==> config.mk <==
export PLATFORM = sky130hd
export DESIGN_NAME = core_top
export DESIGN_NICKNAME = d
export VERILOG_FILES = /design/src/rv_isa_pkg.sv /design/src/core_pkg.sv /design/src/core_fetch.sv /design/src/core_decode.sv /design/src/core_execute.sv /design/src/core_writeback.sv /design/src/core_top.sv
export SDC_FILE = /design/constraint.sdc
export NUM_CORES = 2
export LEC_CHECK = 0
export BUFFER_PORTS_ARGS = -buffer_cell sky130_fd_sc_hd__buf_2
export CAP_MARGIN = 40
export CORE_UTILIZATION = 40
export DETAILED_ROUTE_END_ITERATION = 8
export MAX_ROUTING_LAYER = met4
export PLACE_DENSITY = 0.59
export SLEW_MARGIN = 5
export SYNTH_ARGS = -nofsm -noshare
export SYNTH_HDL_FRONTEND = slang
export SYNTH_HIERARCHICAL = 1
export SYNTH_SLANG_ARGS = --single-unit
==> constraint.sdc <==
create_clock -name clk -period 8.2 [get_ports clk]
set_input_delay 0.41 -clock clk [delete_from_list [all_inputs] [get_ports clk]]
set_output_delay 0.41 -clock clk [all_outputs]
set_load 0.05 [all_outputs]
==> src/rv_isa_pkg.sv <==
// RV32I subset instruction-set definitions
//   major opcodes, funct3 and funct7 codes
//   ecall selector values
//   per-format field structs and the instruction word union
package rv_isa_pkg;

    localparam logic [6:0] opc_op     = 7'b0110011;
    localparam logic [6:0] opc_op_imm = 7'b0010011;
    localparam logic [6:0] opc_lui    = 7'b0110111;
    localparam logic [6:0] opc_branch = 7'b1100011;
    localparam logic [6:0] opc_jal    = 7'b1101111;
    localparam logic [6:0] opc_system = 7'b1110011;

    // shared by OP and OP-IMM
    localparam logic [2:0] f3_add_sub = 3'b000;
    localparam logic [2:0] f3_slt     = 3'b010;
    localparam logic [2:0] f3_xor     = 3'b100;
    localparam logic [2:0] f3_or      = 3'b110;
    localparam logic [2:0] f3_and     = 3'b111;

    localparam logic [2:0] f3_beq = 3'b000;
    localparam logic [2:0] f3_bne = 3'b001;

    localparam logic [6:0] f7_add = 7'b0000000;
    localparam logic [6:0] f7_sub = 7'b0100000;

    // x17 values on ecall
    localparam logic [31:0] ecall_print = 32'd1;
    localparam logic [31:0] ecall_exit  = 32'd93;

    typedef struct packed {
        logic [6:0] funct7;
        logic [4:0] rs2;
        logic [4:0] rs1;
        logic [2:0] funct3;
        logic [4:0] rd;
        logic [6:0] opcode;
    } r_fmt_t;

    typedef struct packed {
        logic [11:0] imm;
        logic [4:0]  rs1;
        logic [2:0]  funct3;
        logic [4:0]  rd;
        logic [6:0]  opcode;
    } i_fmt_t;

    typedef struct packed {
        logic       imm12;
        logic [5:0] imm10_5;
        logic [4:0] rs2;
        logic [4:0] rs1;
        logic [2:0] funct3;
        logic [3:0] imm4_1;
        logic       imm11;
        logic [6:0] opcode;
    } b_fmt_t;

    typedef struct packed {
        logic [19:0] imm31_12;
        logic [4:0]  rd;
        logic [6:0]  opcode;
    } u_fmt_t;

    typedef struct packed {
        logic       imm20;
        logic [9:0] imm10_1;
        logic       imm11;
        logic [7:0] imm19_12;
        logic [4:0] rd;
        logic [6:0] opcode;
    } j_fmt_t;

    typedef union packed {
        r_fmt_t r;
        i_fmt_t i;
        b_fmt_t b;
        u_fmt_t u;
        j_fmt_t j;
    } rv_inst_t;

endpackage

==> src/core_pkg.sv <==
// pico pipeline definitions
//   reset pc and fixed register indices
//   ALU operation enum
//   stage-to-stage structs, jump and register write records
package core_pkg;

    localparam logic [31:0] start_addr = 32'h0000_0000;

    // ecall argument registers
    localparam logic [4:0] reg_a0 = 5'd10;
    localparam logic [4:0] reg_a7 = 5'd17;

    // exit code reported for an unknown opcode
    localparam logic [31:0] illegal_exit_code = 32'd255;

    typedef logic [4:0] reg_idx_t;

    typedef enum logic [2:0] {
        alu_add,
        alu_sub,
        alu_and,
        alu_or,
        alu_xor,
        alu_slt,
        alu_pass_b
    } alu_op_e;

    typedef struct packed {
        logic        valid;
        logic [31:0] pc;
    } fetch_op_t;

    typedef struct packed {
        logic        valid;
        alu_op_e     alu_op;
        logic [31:0] operand_a;
        logic [31:0] operand_b;
        reg_idx_t    rd;
        logic        write_en;
        logic        is_branch;
        logic        branch_ne;
        logic        is_jal;
        logic [31:0] pc;
        logic [31:0] imm_target;
        logic        is_ecall;
        logic [31:0] ecall_sel;
        logic [31:0] ecall_arg;
    } exec_op_t;

    typedef struct packed {
        logic        valid;
        reg_idx_t    rd;
        logic        write_en;
        logic [31:0] value;
        logic        is_ecall;
        logic [31:0] ecall_sel;
        logic [31:0] ecall_arg;
    } result_t;

    typedef struct packed {
        logic        valid;
        logic [31:0] target;
    } jump_t;

    typedef struct packed {
        logic        valid;
        reg_idx_t    rd;
        logic [31:0] value;
    } reg_write_t;

endpackage

==> src/core_fetch.sv <==
// fetch stage
//   program counter with jump redirect and halt freeze
//   instruction address and the matching in-flight fetch tag
module core_fetch (
    input  logic                clk,
    input  logic                rst_n,
    input  core_pkg::jump_t     jump,
    input  logic                halted,
    output logic [31:0]         inst_addr,
    output core_pkg::fetch_op_t fetch_op
);
    import core_pkg::*;

    logic [31:0] pc;

    assign inst_addr = pc;

    always_ff @(posedge clk) begin
        if (!rst_n) begin
            pc <= start_addr;
        end else if (halted) begin
            pc <= pc;
        end else if (jump.valid) begin
            pc <= jump.target;
        end else begin
            pc <= pc + 32'd4;
        end
    end

    // tag follows the address by one cycle, like the memory data
    always_ff @(posedge clk) begin
        fetch_op.pc <= pc;
        if (!rst_n) begin
            fetch_op.valid <= 1'b0;
        end else begin
            fetch_op.valid <= !jump.valid && !halted;
        end
    end

endmodule

==> src/core_decode.sv <==
// decode stage
//   format decode and immediate generation
//   32-entry register file with two-level forwarding
//   ecall argument reads, illegal opcode to exit
//   squash of wrong-path fetches on a jump
module core_decode (
    input  logic                 clk,
    input  logic                 rst_n,
    input  core_pkg::fetch_op_t  fetch_op,
    input  logic [31:0]          inst_data,
    input  core_pkg::jump_t      jump,
    input  core_pkg::reg_write_t fwd_exec,
    input  core_pkg::reg_write_t reg_write,
    output core_pkg::exec_op_t   exec_op
);
    import rv_isa_pkg::*;
    import core_pkg::*;

    rv_inst_t    inst;
    logic [6:0]  opcode;
    logic [2:0]  funct3;
    logic [31:0] imm_i;
    logic [31:0] imm_b;
    logic [31:0] imm_u;
    logic [31:0] imm_j;
    logic [31:0] rs1_val;
    logic [31:0] rs2_val;
    logic [31:0] a0_val;
    logic [31:0] a7_val;
    logic [31:0] regs [32];
    exec_op_t    next_op;

    // newest value wins, x0 stays zero
    function automatic logic [31:0] read_fwd(reg_idx_t idx, logic [31:0] rf_val,
                                             reg_write_t ex, reg_write_t wb);
        if (idx == '0) begin
            return '0;
        end
        if (ex.valid && ex.rd == idx) begin
            return ex.value;
        end
        if (wb.valid && wb.rd == idx) begin
            return wb.value;
        end
        return rf_val;
    endfunction

    function automatic alu_op_e alu_from_f3(logic [2:0] f3, logic sub);
        case (f3)
            f3_add_sub: return sub ? alu_sub : alu_add;
            f3_slt:     return alu_slt;
            f3_xor:     return alu_xor;
            f3_or:      return alu_or;
            f3_and:     return alu_and;
            default:    return alu_add;
        endcase
    endfunction

    assign inst   = inst_data;
    assign opcode = inst.r.opcode;
    assign funct3 = inst.r.funct3;

    assign imm_i = {{20{inst.i.imm[11]}}, inst.i.imm};
    assign imm_b = {{19{inst.b.imm12}}, inst.b.imm12, inst.b.imm11,
                    inst.b.imm10_5, inst.b.imm4_1, 1'b0};
    assign imm_u = {inst.u.imm31_12, 12'b0};
    assign imm_j = {{11{inst.j.imm20}}, inst.j.imm20, inst.j.imm19_12,
                    inst.j.imm11, inst.j.imm10_1, 1'b0};

    assign rs1_val = read_fwd(inst.r.rs1, regs[inst.r.rs1], fwd_exec, reg_write);
    assign rs2_val = read_fwd(inst.r.rs2, regs[inst.r.rs2], fwd_exec, reg_write);
    assign a0_val  = read_fwd(reg_a0, regs[reg_a0], fwd_exec, reg_write);
    assign a7_val  = read_fwd(reg_a7, regs[reg_a7], fwd_exec, reg_write);

    always_comb begin
        next_op            = '0;
        next_op.valid      = fetch_op.valid && !jump.valid;
        next_op.pc         = fetch_op.pc;
        next_op.rd         = inst.r.rd;
        next_op.alu_op     = alu_add;
        next_op.operand_a  = rs1_val;
        next_op.operand_b  = rs2_val;
        next_op.imm_target = fetch_op.pc + imm_b;
        next_op.ecall_sel  = a7_val;
        next_op.ecall_arg  = a0_val;
        case (opcode)
            opc_op: begin
                next_op.write_en = 1'b1;
                next_op.alu_op   = alu_from_f3(funct3, inst.r.funct7 == f7_sub);
            end
            opc_op_imm: begin
                next_op.write_en  = 1'b1;
                next_op.operand_b = imm_i;
                next_op.alu_op    = alu_from_f3(funct3, 1'b0);
            end
            opc_lui: begin
                next_op.write_en  = 1'b1;
                next_op.operand_b = imm_u;
                next_op.alu_op    = alu_pass_b;
            end
            opc_branch: begin
                next_op.is_branch = (funct3 == f3_beq) || (funct3 == f3_bne);
                next_op.branch_ne = (funct3 == f3_bne);
            end
            opc_jal: begin
                next_op.write_en   = 1'b1;
                next_op.is_jal     = 1'b1;
                next_op.imm_target = fetch_op.pc + imm_j;
            end
            opc_system: begin
                next_op.is_ecall = 1'b1;
            end
            default: begin
                // retire as a faulting exit
                next_op.is_ecall  = 1'b1;
                next_op.ecall_sel = ecall_exit;
                next_op.ecall_arg = illegal_exit_code;
            end
        endcase
    end

    always_ff @(posedge clk) begin
        if (!rst_n) begin
            for (int i = 0; i < 32; i++) begin
                regs[i] <= '0;
            end
        end else if (reg_write.valid && reg_write.rd != '0) begin
            regs[reg_write.rd] <= reg_write.value;
        end
    end

    always_ff @(posedge clk) begin
        exec_op <= next_op;
        if (!rst_n) begin
            exec_op.valid <= 1'b0;
        end
    end

endmodule

==> src/core_execute.sv <==
// execute stage
//   ALU with signed set-less-than and pass-through of operand b
//   branch compare and jump request toward fetch and decode
//   forwarding of the current result, result register to writeback
module core_execute (
    input  logic                 clk,
    input  logic                 rst_n,
    input  core_pkg::exec_op_t   exec_op,
    output core_pkg::jump_t      jump,
    output core_pkg::reg_write_t fwd_exec,
    output core_pkg::result_t    result
);
    import core_pkg::*;

    logic [31:0] alu_out;
    logic [31:0] value;
    logic        taken;
    result_t     next_result;

    always_comb begin
        case (exec_op.alu_op)
            alu_add:    alu_out = exec_op.operand_a + exec_op.operand_b;
            alu_sub:    alu_out = exec_op.operand_a - exec_op.operand_b;
            alu_and:    alu_out = exec_op.operand_a & exec_op.operand_b;
            alu_or:     alu_out = exec_op.operand_a | exec_op.operand_b;
            alu_xor:    alu_out = exec_op.operand_a ^ exec_op.operand_b;
            alu_slt: begin
                alu_out = {31'b0, $signed(exec_op.operand_a) < $signed(exec_op.operand_b)};
            end
            alu_pass_b: alu_out = exec_op.operand_b;
            default:    alu_out = exec_op.operand_a + exec_op.operand_b;
        endcase
    end

    // jal links the next sequential pc
    assign value = exec_op.is_jal ? exec_op.pc + 32'd4 : alu_out;

    // equality, flipped for bne
    assign taken = exec_op.is_jal ||
                   (exec_op.is_branch &&
                    ((exec_op.operand_a == exec_op.operand_b) ^ exec_op.branch_ne));

    assign jump.valid  = exec_op.valid && taken;
    assign jump.target = exec_op.imm_target;

    assign fwd_exec.valid = exec_op.valid && exec_op.write_en;
    assign fwd_exec.rd    = exec_op.rd;
    assign fwd_exec.value = value;

    always_comb begin
        next_result.valid     = exec_op.valid;
        next_result.rd        = exec_op.rd;
        next_result.write_en  = exec_op.write_en;
        next_result.value     = value;
        next_result.is_ecall  = exec_op.is_ecall;
        next_result.ecall_sel = exec_op.ecall_sel;
        next_result.ecall_arg = exec_op.ecall_arg;
    end

    always_ff @(posedge clk) begin
        result <= next_result;
        if (!rst_n) begin
            result.valid <= 1'b0;
        end
    end

endmodule

==> src/core_writeback.sv <==
// writeback stage
//   register write toward the register file and decode forwarding
//   print strobe, exit flags and halt
module core_writeback (
    input  logic                 clk,
    input  logic                 rst_n,
    input  core_pkg::result_t    result,
    output core_pkg::reg_write_t reg_write,
    output logic                 print_valid,
    output logic [7:0]           print_char,
    output logic                 finished_flag,
    output logic                 faulted_flag,
    output logic                 halted
);
    import rv_isa_pkg::*;

    logic active;
    logic do_print;
    logic do_exit;

    // nothing retires once an exit has been taken
    assign halted   = finished_flag || faulted_flag;
    assign active   = result.valid && !halted;
    assign do_print = active && result.is_ecall && (result.ecall_sel == ecall_print);
    assign do_exit  = active && result.is_ecall && (result.ecall_sel == ecall_exit);

    assign reg_write.valid = active && result.write_en;
    assign reg_write.rd    = result.rd;
    assign reg_write.value = result.value;

    always_ff @(posedge clk) begin
        if (!rst_n) begin
            print_valid   <= 1'b0;
            finished_flag <= 1'b0;
            faulted_flag  <= 1'b0;
        end else begin
            print_valid <= do_print;
            if (do_exit) begin
                finished_flag <= (result.ecall_arg == '0);
                faulted_flag  <= (result.ecall_arg != '0);
            end
        end
    end

    always_ff @(posedge clk) begin
        if (do_print) begin
            print_char <= result.ecall_arg[7:0];
        end
    end

endmodule

==> src/core_top.sv <==
// pico core top level
//   fetch, decode, execute and writeback instances
//   jump, forwarding and halt connections between stages
module core_top (
    input  logic        clk,
    input  logic        rst_n,
    output logic [31:0] inst_addr,
    input  logic [31:0] inst_data,
    output logic        print_valid,
    output logic [7:0]  print_char,
    output logic        finished_flag,
    output logic        faulted_flag
);
    import core_pkg::*;

    fetch_op_t  fetch_op;
    exec_op_t   exec_op;
    result_t    result;
    jump_t      jump;
    reg_write_t fwd_exec;
    reg_write_t reg_write;
    logic       halted;

    core_fetch u_fetch (
        .clk       (clk),
        .rst_n     (rst_n),
        .jump      (jump),
        .halted    (halted),
        .inst_addr (inst_addr),
        .fetch_op  (fetch_op)
    );

    core_decode u_decode (
        .clk       (clk),
        .rst_n     (rst_n),
        .fetch_op  (fetch_op),
        .inst_data (inst_data),
        .jump      (jump),
        .fwd_exec  (fwd_exec),
        .reg_write (reg_write),
        .exec_op   (exec_op)
    );

    core_execute u_execute (
        .clk      (clk),
        .rst_n    (rst_n),
        .exec_op  (exec_op),
        .jump     (jump),
        .fwd_exec (fwd_exec),
        .result   (result)
    );

    core_writeback u_writeback (
        .clk           (clk),
        .rst_n         (rst_n),
        .result        (result),
        .reg_write     (reg_write),
        .print_valid   (print_valid),
        .print_char    (print_char),
        .finished_flag (finished_flag),
        .faulted_flag  (faulted_flag),
        .halted        (halted)
    );

endmodule

Yosys cells after proc, flatten, opt, wreduce, memory -nomap -nowiden
Memory sizes are Yosys's and may differ from the RTL's.
Cells that the tools add are included.
{"block": "classes", "addsub": 6, "order_cmp": 1, "eq_ne": 29, "mux": 57, "bitwise_logic": 4, "n_reduce_logical": 34}
{"operator": "two-way mux 32 bit", "n": 24}
{"operator": "case mux 32 bit (6 select lines)", "n": 1}
{"operator": "adder 32 bit", "n": 3}
{"operator": "adder 32 x 3 -> 32 bit, second input constant", "n": 2}
{"operator": "case mux 32 bit (2 select lines)", "n": 1}
{"operator": "AND 32 bit", "n": 1}
{"operator": "equality test 32 x 1 -> 1 bit, second input constant", "n": 1}
{"operator": "equality test 32 bit", "n": 1}
{"operator": "equality test 32 x 7 -> 1 bit, second input constant", "n": 1}
{"operator": "logical NOT 32 bit", "n": 1}
{"operator": "less-than comparator 32 bit", "n": 1}
{"operator": "OR 32 bit", "n": 1}
{"operator": "nonzero test 32 bit", "n": 1}
{"operator": "OR reduction 32 bit", "n": 1}
{"operator": "subtractor 32 bit", "n": 1}
{"operator": "XOR 32 bit", "n": 1}
{"operator": "two-way mux 1 bit", "n": 27}
{"operator": "equality test 7 x 6 -> 1 bit, second input constant", "n": 3}
{"operator": "equality test 7 bit, second input constant", "n": 3}
{"operator": "equality test 5 bit", "n": 4}
{"operator": "logical AND 1 bit", "n": 19}
{"operator": "equality test 3 bit, second input constant", "n": 6}
{"operator": "case mux 3 bit (5 select lines)", "n": 1}
{"operator": "case mux 3 bit (4 select lines)", "n": 1}
{"operator": "16 further kinds", "n": 25}
{"block": "totals", "register_bits": 386, "mem_bits_rw": 1024, "in_bits": 34, "n_memories": 1}
{"memory": "u_decode.regs", "words": 32, "word_bits": 32, "rd": 4, "rd_clocked_by_memory_dff": 0, "wr": 32, "line": "core_decode.sv:30", "source": "logic [31:0] regs [32];"}

Depth between registers and ports, before layout
{"block": "logic_depth", "depth_word": 12, "depth_mapped": 17}

Cells and area by module
The synthesis kept the hierarchy.
{"mod": "core_decode", "instances": 1, "cells_each": 4580, "area_each_um2": 63479.6}
{"mod": "core_execute", "instances": 1, "cells_each": 1174, "area_each_um2": 8961.1}
{"mod": "core_fetch", "instances": 1, "cells_each": 308, "area_each_um2": 2675.1}
{"mod": "core_writeback", "instances": 1, "cells_each": 83, "area_each_um2": 833.3}

Worst setup path before layout
OpenSTA, ideal clock, no wires.
{"block": "synth_timing", "path_type": "register -> register", "start": "register u_writeback.faulted_flag", "end": "memory u_decode.regs[24][0], enable pin", "setup_time_ns": 0.466, "arrival_time_ns": 4.060, "path_slack_ns": 3.675, "path_stages_with_launch": 9, "n_path_buf": 2, "path_cell_list": "dfxtp_1 > nor3b_1 > and2_1 > nand2_1 > nor2_1 > nand3b_1 > clkbuf_1 > clkbuf_1 > o21ai_0"}
{"element": "start: declaration", "line": "core_writeback.sv:12", "source": "output logic faulted_flag,"}
{"element": "start signal: assignment", "line": "core_writeback.sv:40", "source": "faulted_flag <= (result.ecall_arg != '0);"}
{"element": "end: declaration", "line": "core_decode.sv:30"}

==> impl_metrics.json <==
{
  "outcome": "finished, violations left",
  "violations": "design-rule violations",
  "p_per_area_nw_per_um2": 228,
  "cts_root_buffer": "clkbuf_16",
  "final_common_cell": "edfxtp_1",
  "initial_utilization_pct": 40.4,
  "grt_max_degree": 93,
  "p_leak_nw": 31.0,
  "max-cap-violations": 0,
  "die-area_um2": 192000,
  "placed_area_um2": 79100,
  "fin_setup_tns_ns": 0,
  "finalMaxSlewViolations": 0,
  "criticalPathCategory": "flop to flop",
  "clkSlewWorstSetupHoldPaths_ns": 0.06,
  "period_minus_slack_ns": 5.44,
  "postCtsSetupRepairBufs": 0,
  "grt_pass1_wl_mm": 409,
  "hp-class": "input port to flop",
  "relSlewSlack_pct": 24.4,
  "holdWs_ns": 0.0954,
  "yosysTopAreaCell": "edfxtp_1",
  "worst_ep_required_time_ns": 8.86,
  "synth_top_area_share_pct": 40.8,
  "h-tree-depth": 4,
  "ys_types": 103,
  "dieWidth_um": 438,
  "numCtsBuffers": 161,
  "peakVddDrop_v": 0.000246,
  "numPortBuffers": 76,
  "worst_path_largest_cell_delay_ns": 0.53,
  "skew_ns": 0.0447,
  "start_kind": "flop",
  "synth_flop_cell": "edfxtp_1",
  "crit_chain": "inv_1 > ha_1 > or2_2 > nor3_1 > nand3_1 > nor2_1 > nand2_1 > nor4_1 > buf_2 > xor2_1 > a21oi_1 > nor2b_4 > buf_4 > inv_1 > nor2_1 > buf_4 > mux2i_1 > nor2_1",
  "critPathMaxFanout": 52,
  "place_congestion": 0.950,
  "fin_ws_ns": 2.76,
  "overflow": 0,
  "setup_viol": 0,
  "clockBufferDepth": 3,
  "hold_violations": 0,
  "cp-end-kind": "flop",
  "num_vias": 55300,
  "synth_edf_count": 1032,
  "tritoncts": "built",
  "async_reset_ff_share_pct": 0,
  "ios": 77,
  "period_share_pct": 66.4,
  "die_y_um": 438,
  "num_rows": 159,
  "avgSynthCellArea_um2": 12.4,
  "layout_common_cells": "edfxtp_1 (1,032), and2_1 (911), mux4_2 (473), dfxtp_1 (374), nand2_1 (304)",
  "synth_area_um2": 75900,
  "rsz0062_at_grt": "no",
  "fp.coreArea_um2": 188000,
  "crit_arrival_ns": 6.10,
  "ys_seq_elements": 1409,
  "worst_pin_slew_ns": 1.13,
  "yosysSeqAreaShare_pct": 50.7,
  "track_usage_pct": 31.0,
  "drtAntennaViolNets": 0,
  "yosys-top-cells-area": "edfxtp_1 (41%), mux4_2 (14%), dfxtp_1 (9.9%)",
  "finalPower_mw": 19.3,
  "max_freq_mhz": 184,
  "drt-total-wl_mm": 293,
  "cts_hold_buf": 14,
  "cts_resized": 0,
  "design_area_um2": 84500,
  "antenna_found_initial": 22,
  "clk_latency_ns": 0.82,
  "remaining_drc_errors": 20,
  "cts_sinks": 1409,
  "yosys_warnings": 6,
  "slowest_stage": "inv_1",
  "dr.pass1.iters": 9,
  "syn_inst": 6145,
  "syn2layout_area_growth_pct": 11.3,
  "grt_pass1_vias": 53000,
  "dpl_worst_slack_ns": 2.90,
  "final_nets": 6184,
  "viasPerCell": 6.39,
  "hpwlAfterDp_mm": 184,
  "drt_iter0_markers": 7757,
  "drive_above_1_share_pct": 19.1,
  "critPathMostFrequentCell": "nor2_1",
  "wl_per_cell_um": 33.9
}
[layer usage]
metal	share of wire [%]	track usage (%)	vias up
li1	-	-	22800
met1	37	38.0	28200
met2	46	47.8	3482
met3	11	6.87	797
met4	6.2	16.2	0
met5	0	-	-
[path summary, 6_finish.rpt]
path,from,end,slack (ns),depth (start not counted)
setup / recovery,u_decode/exec_op[156],u_fetch/inst_addr[0],2.76,18
setup reg to reg,u_decode/exec_op[156],u_fetch/inst_addr[0],2.76,18
hold reg to reg,u_decode/exec_op[25],u_execute/result[25],0.31,0
hold / removal,inst_data[22],u_decode/exec_op[140],0.1,3
[cell usage after synthesis (all sizes together) (15+ instances only)]
cell,instances
edfxtp,1032
and2,911
mux4,500
clkbuf,411
dfxtp,377
nor2,331
nand2,307
o21ai,231
buf,226
a21oi,194
mux2i,141
ha,131
inv,130
o22ai,108
and3,92
nor3,80
nand3,67
o221ai,67
a311oi,58
nor4,58
xnor2,57
a221oi,53
mux2,44
a31oi,43
a211oi,39
a21o,37
nand4,34
xor2,34
nor2b,30
o22a,24
nand2b,22
o21a,22
a2111oi,20
a22oi,20
o211ai,20
o21bai,15
[power breakdown]
part           internal (mW)  total, mW  leakage (nW)  switching [mW]
sequential              7.97       8.24          13.7           0.272
clock                   4.26       7.29          2.60            3.02
combinational           1.16       3.78          14.7            2.62
[critical path, delay by kind of cell, from the launching register on]
kind                       cells  cell delay [ns]
buffers and inverters          5             1.56
muxes                          1             0.19
and+or+nand+nor                9             2.37
AOI/OAI and AO/OA              1             0.11
adders and majority gates      1             0.50
DFF                            1             0.35
xor gates and xnor gates       1             0.15
[final cells by class]
class	instances	area [µm²]
repair buffers	317	2610
diodes	10	25.0
well taps	2495	3120
multi-input cells	3993	34500
flip-flops and latches	1409	38500
fillers	16900	104000
clock inverters	75	711
clock buffers	218	4560
inverters	134	503
[per-stage QoR]
stage / utilization [%] / cells
after global placement: 41.8 / 8293
after detailed placement: 42.0 / 8333
after CTS: 44.9 / 8640
after floorplan: - / 6176
final: 44.9 / 8651
after global routing: 44.9 / 8646
[logic make-up (layout without fill, tap and decap cells)]
kind of cell	after synthesis	count (layout)	share of synthesized area, %
adders and majority gates	134	134	2.24
xor gates and xnor gates	91	91	1.05
buffers and inverters	774	744	4.80
DFF	1409	1409	50.7
other	1	42	0.00494
and+or+nand+nor	2000	2000	14.4
AOI/OAI and AO/OA	1051	1051	9.35
muxes	685	685	17.5
[flip-flops by register name, summed over array words and instances, names as in the netlist]
| name | flops |
|---|---|
| u_decode/exec_op | 205 |
| u_decode/regs | 1024 |
| u_execute/result | 104 |
| u_fetch/fetch_op | 33 |
| u_fetch/inst_addr | 32 |
| u_writeback/faulted_flag | 1 |
| u_writeback/finished_flag | 1 |
| u_writeback/print_char | 8 |
| u_writeback/print_valid | 1 |
No activity file was read; power rests on OpenSTA's default activity.
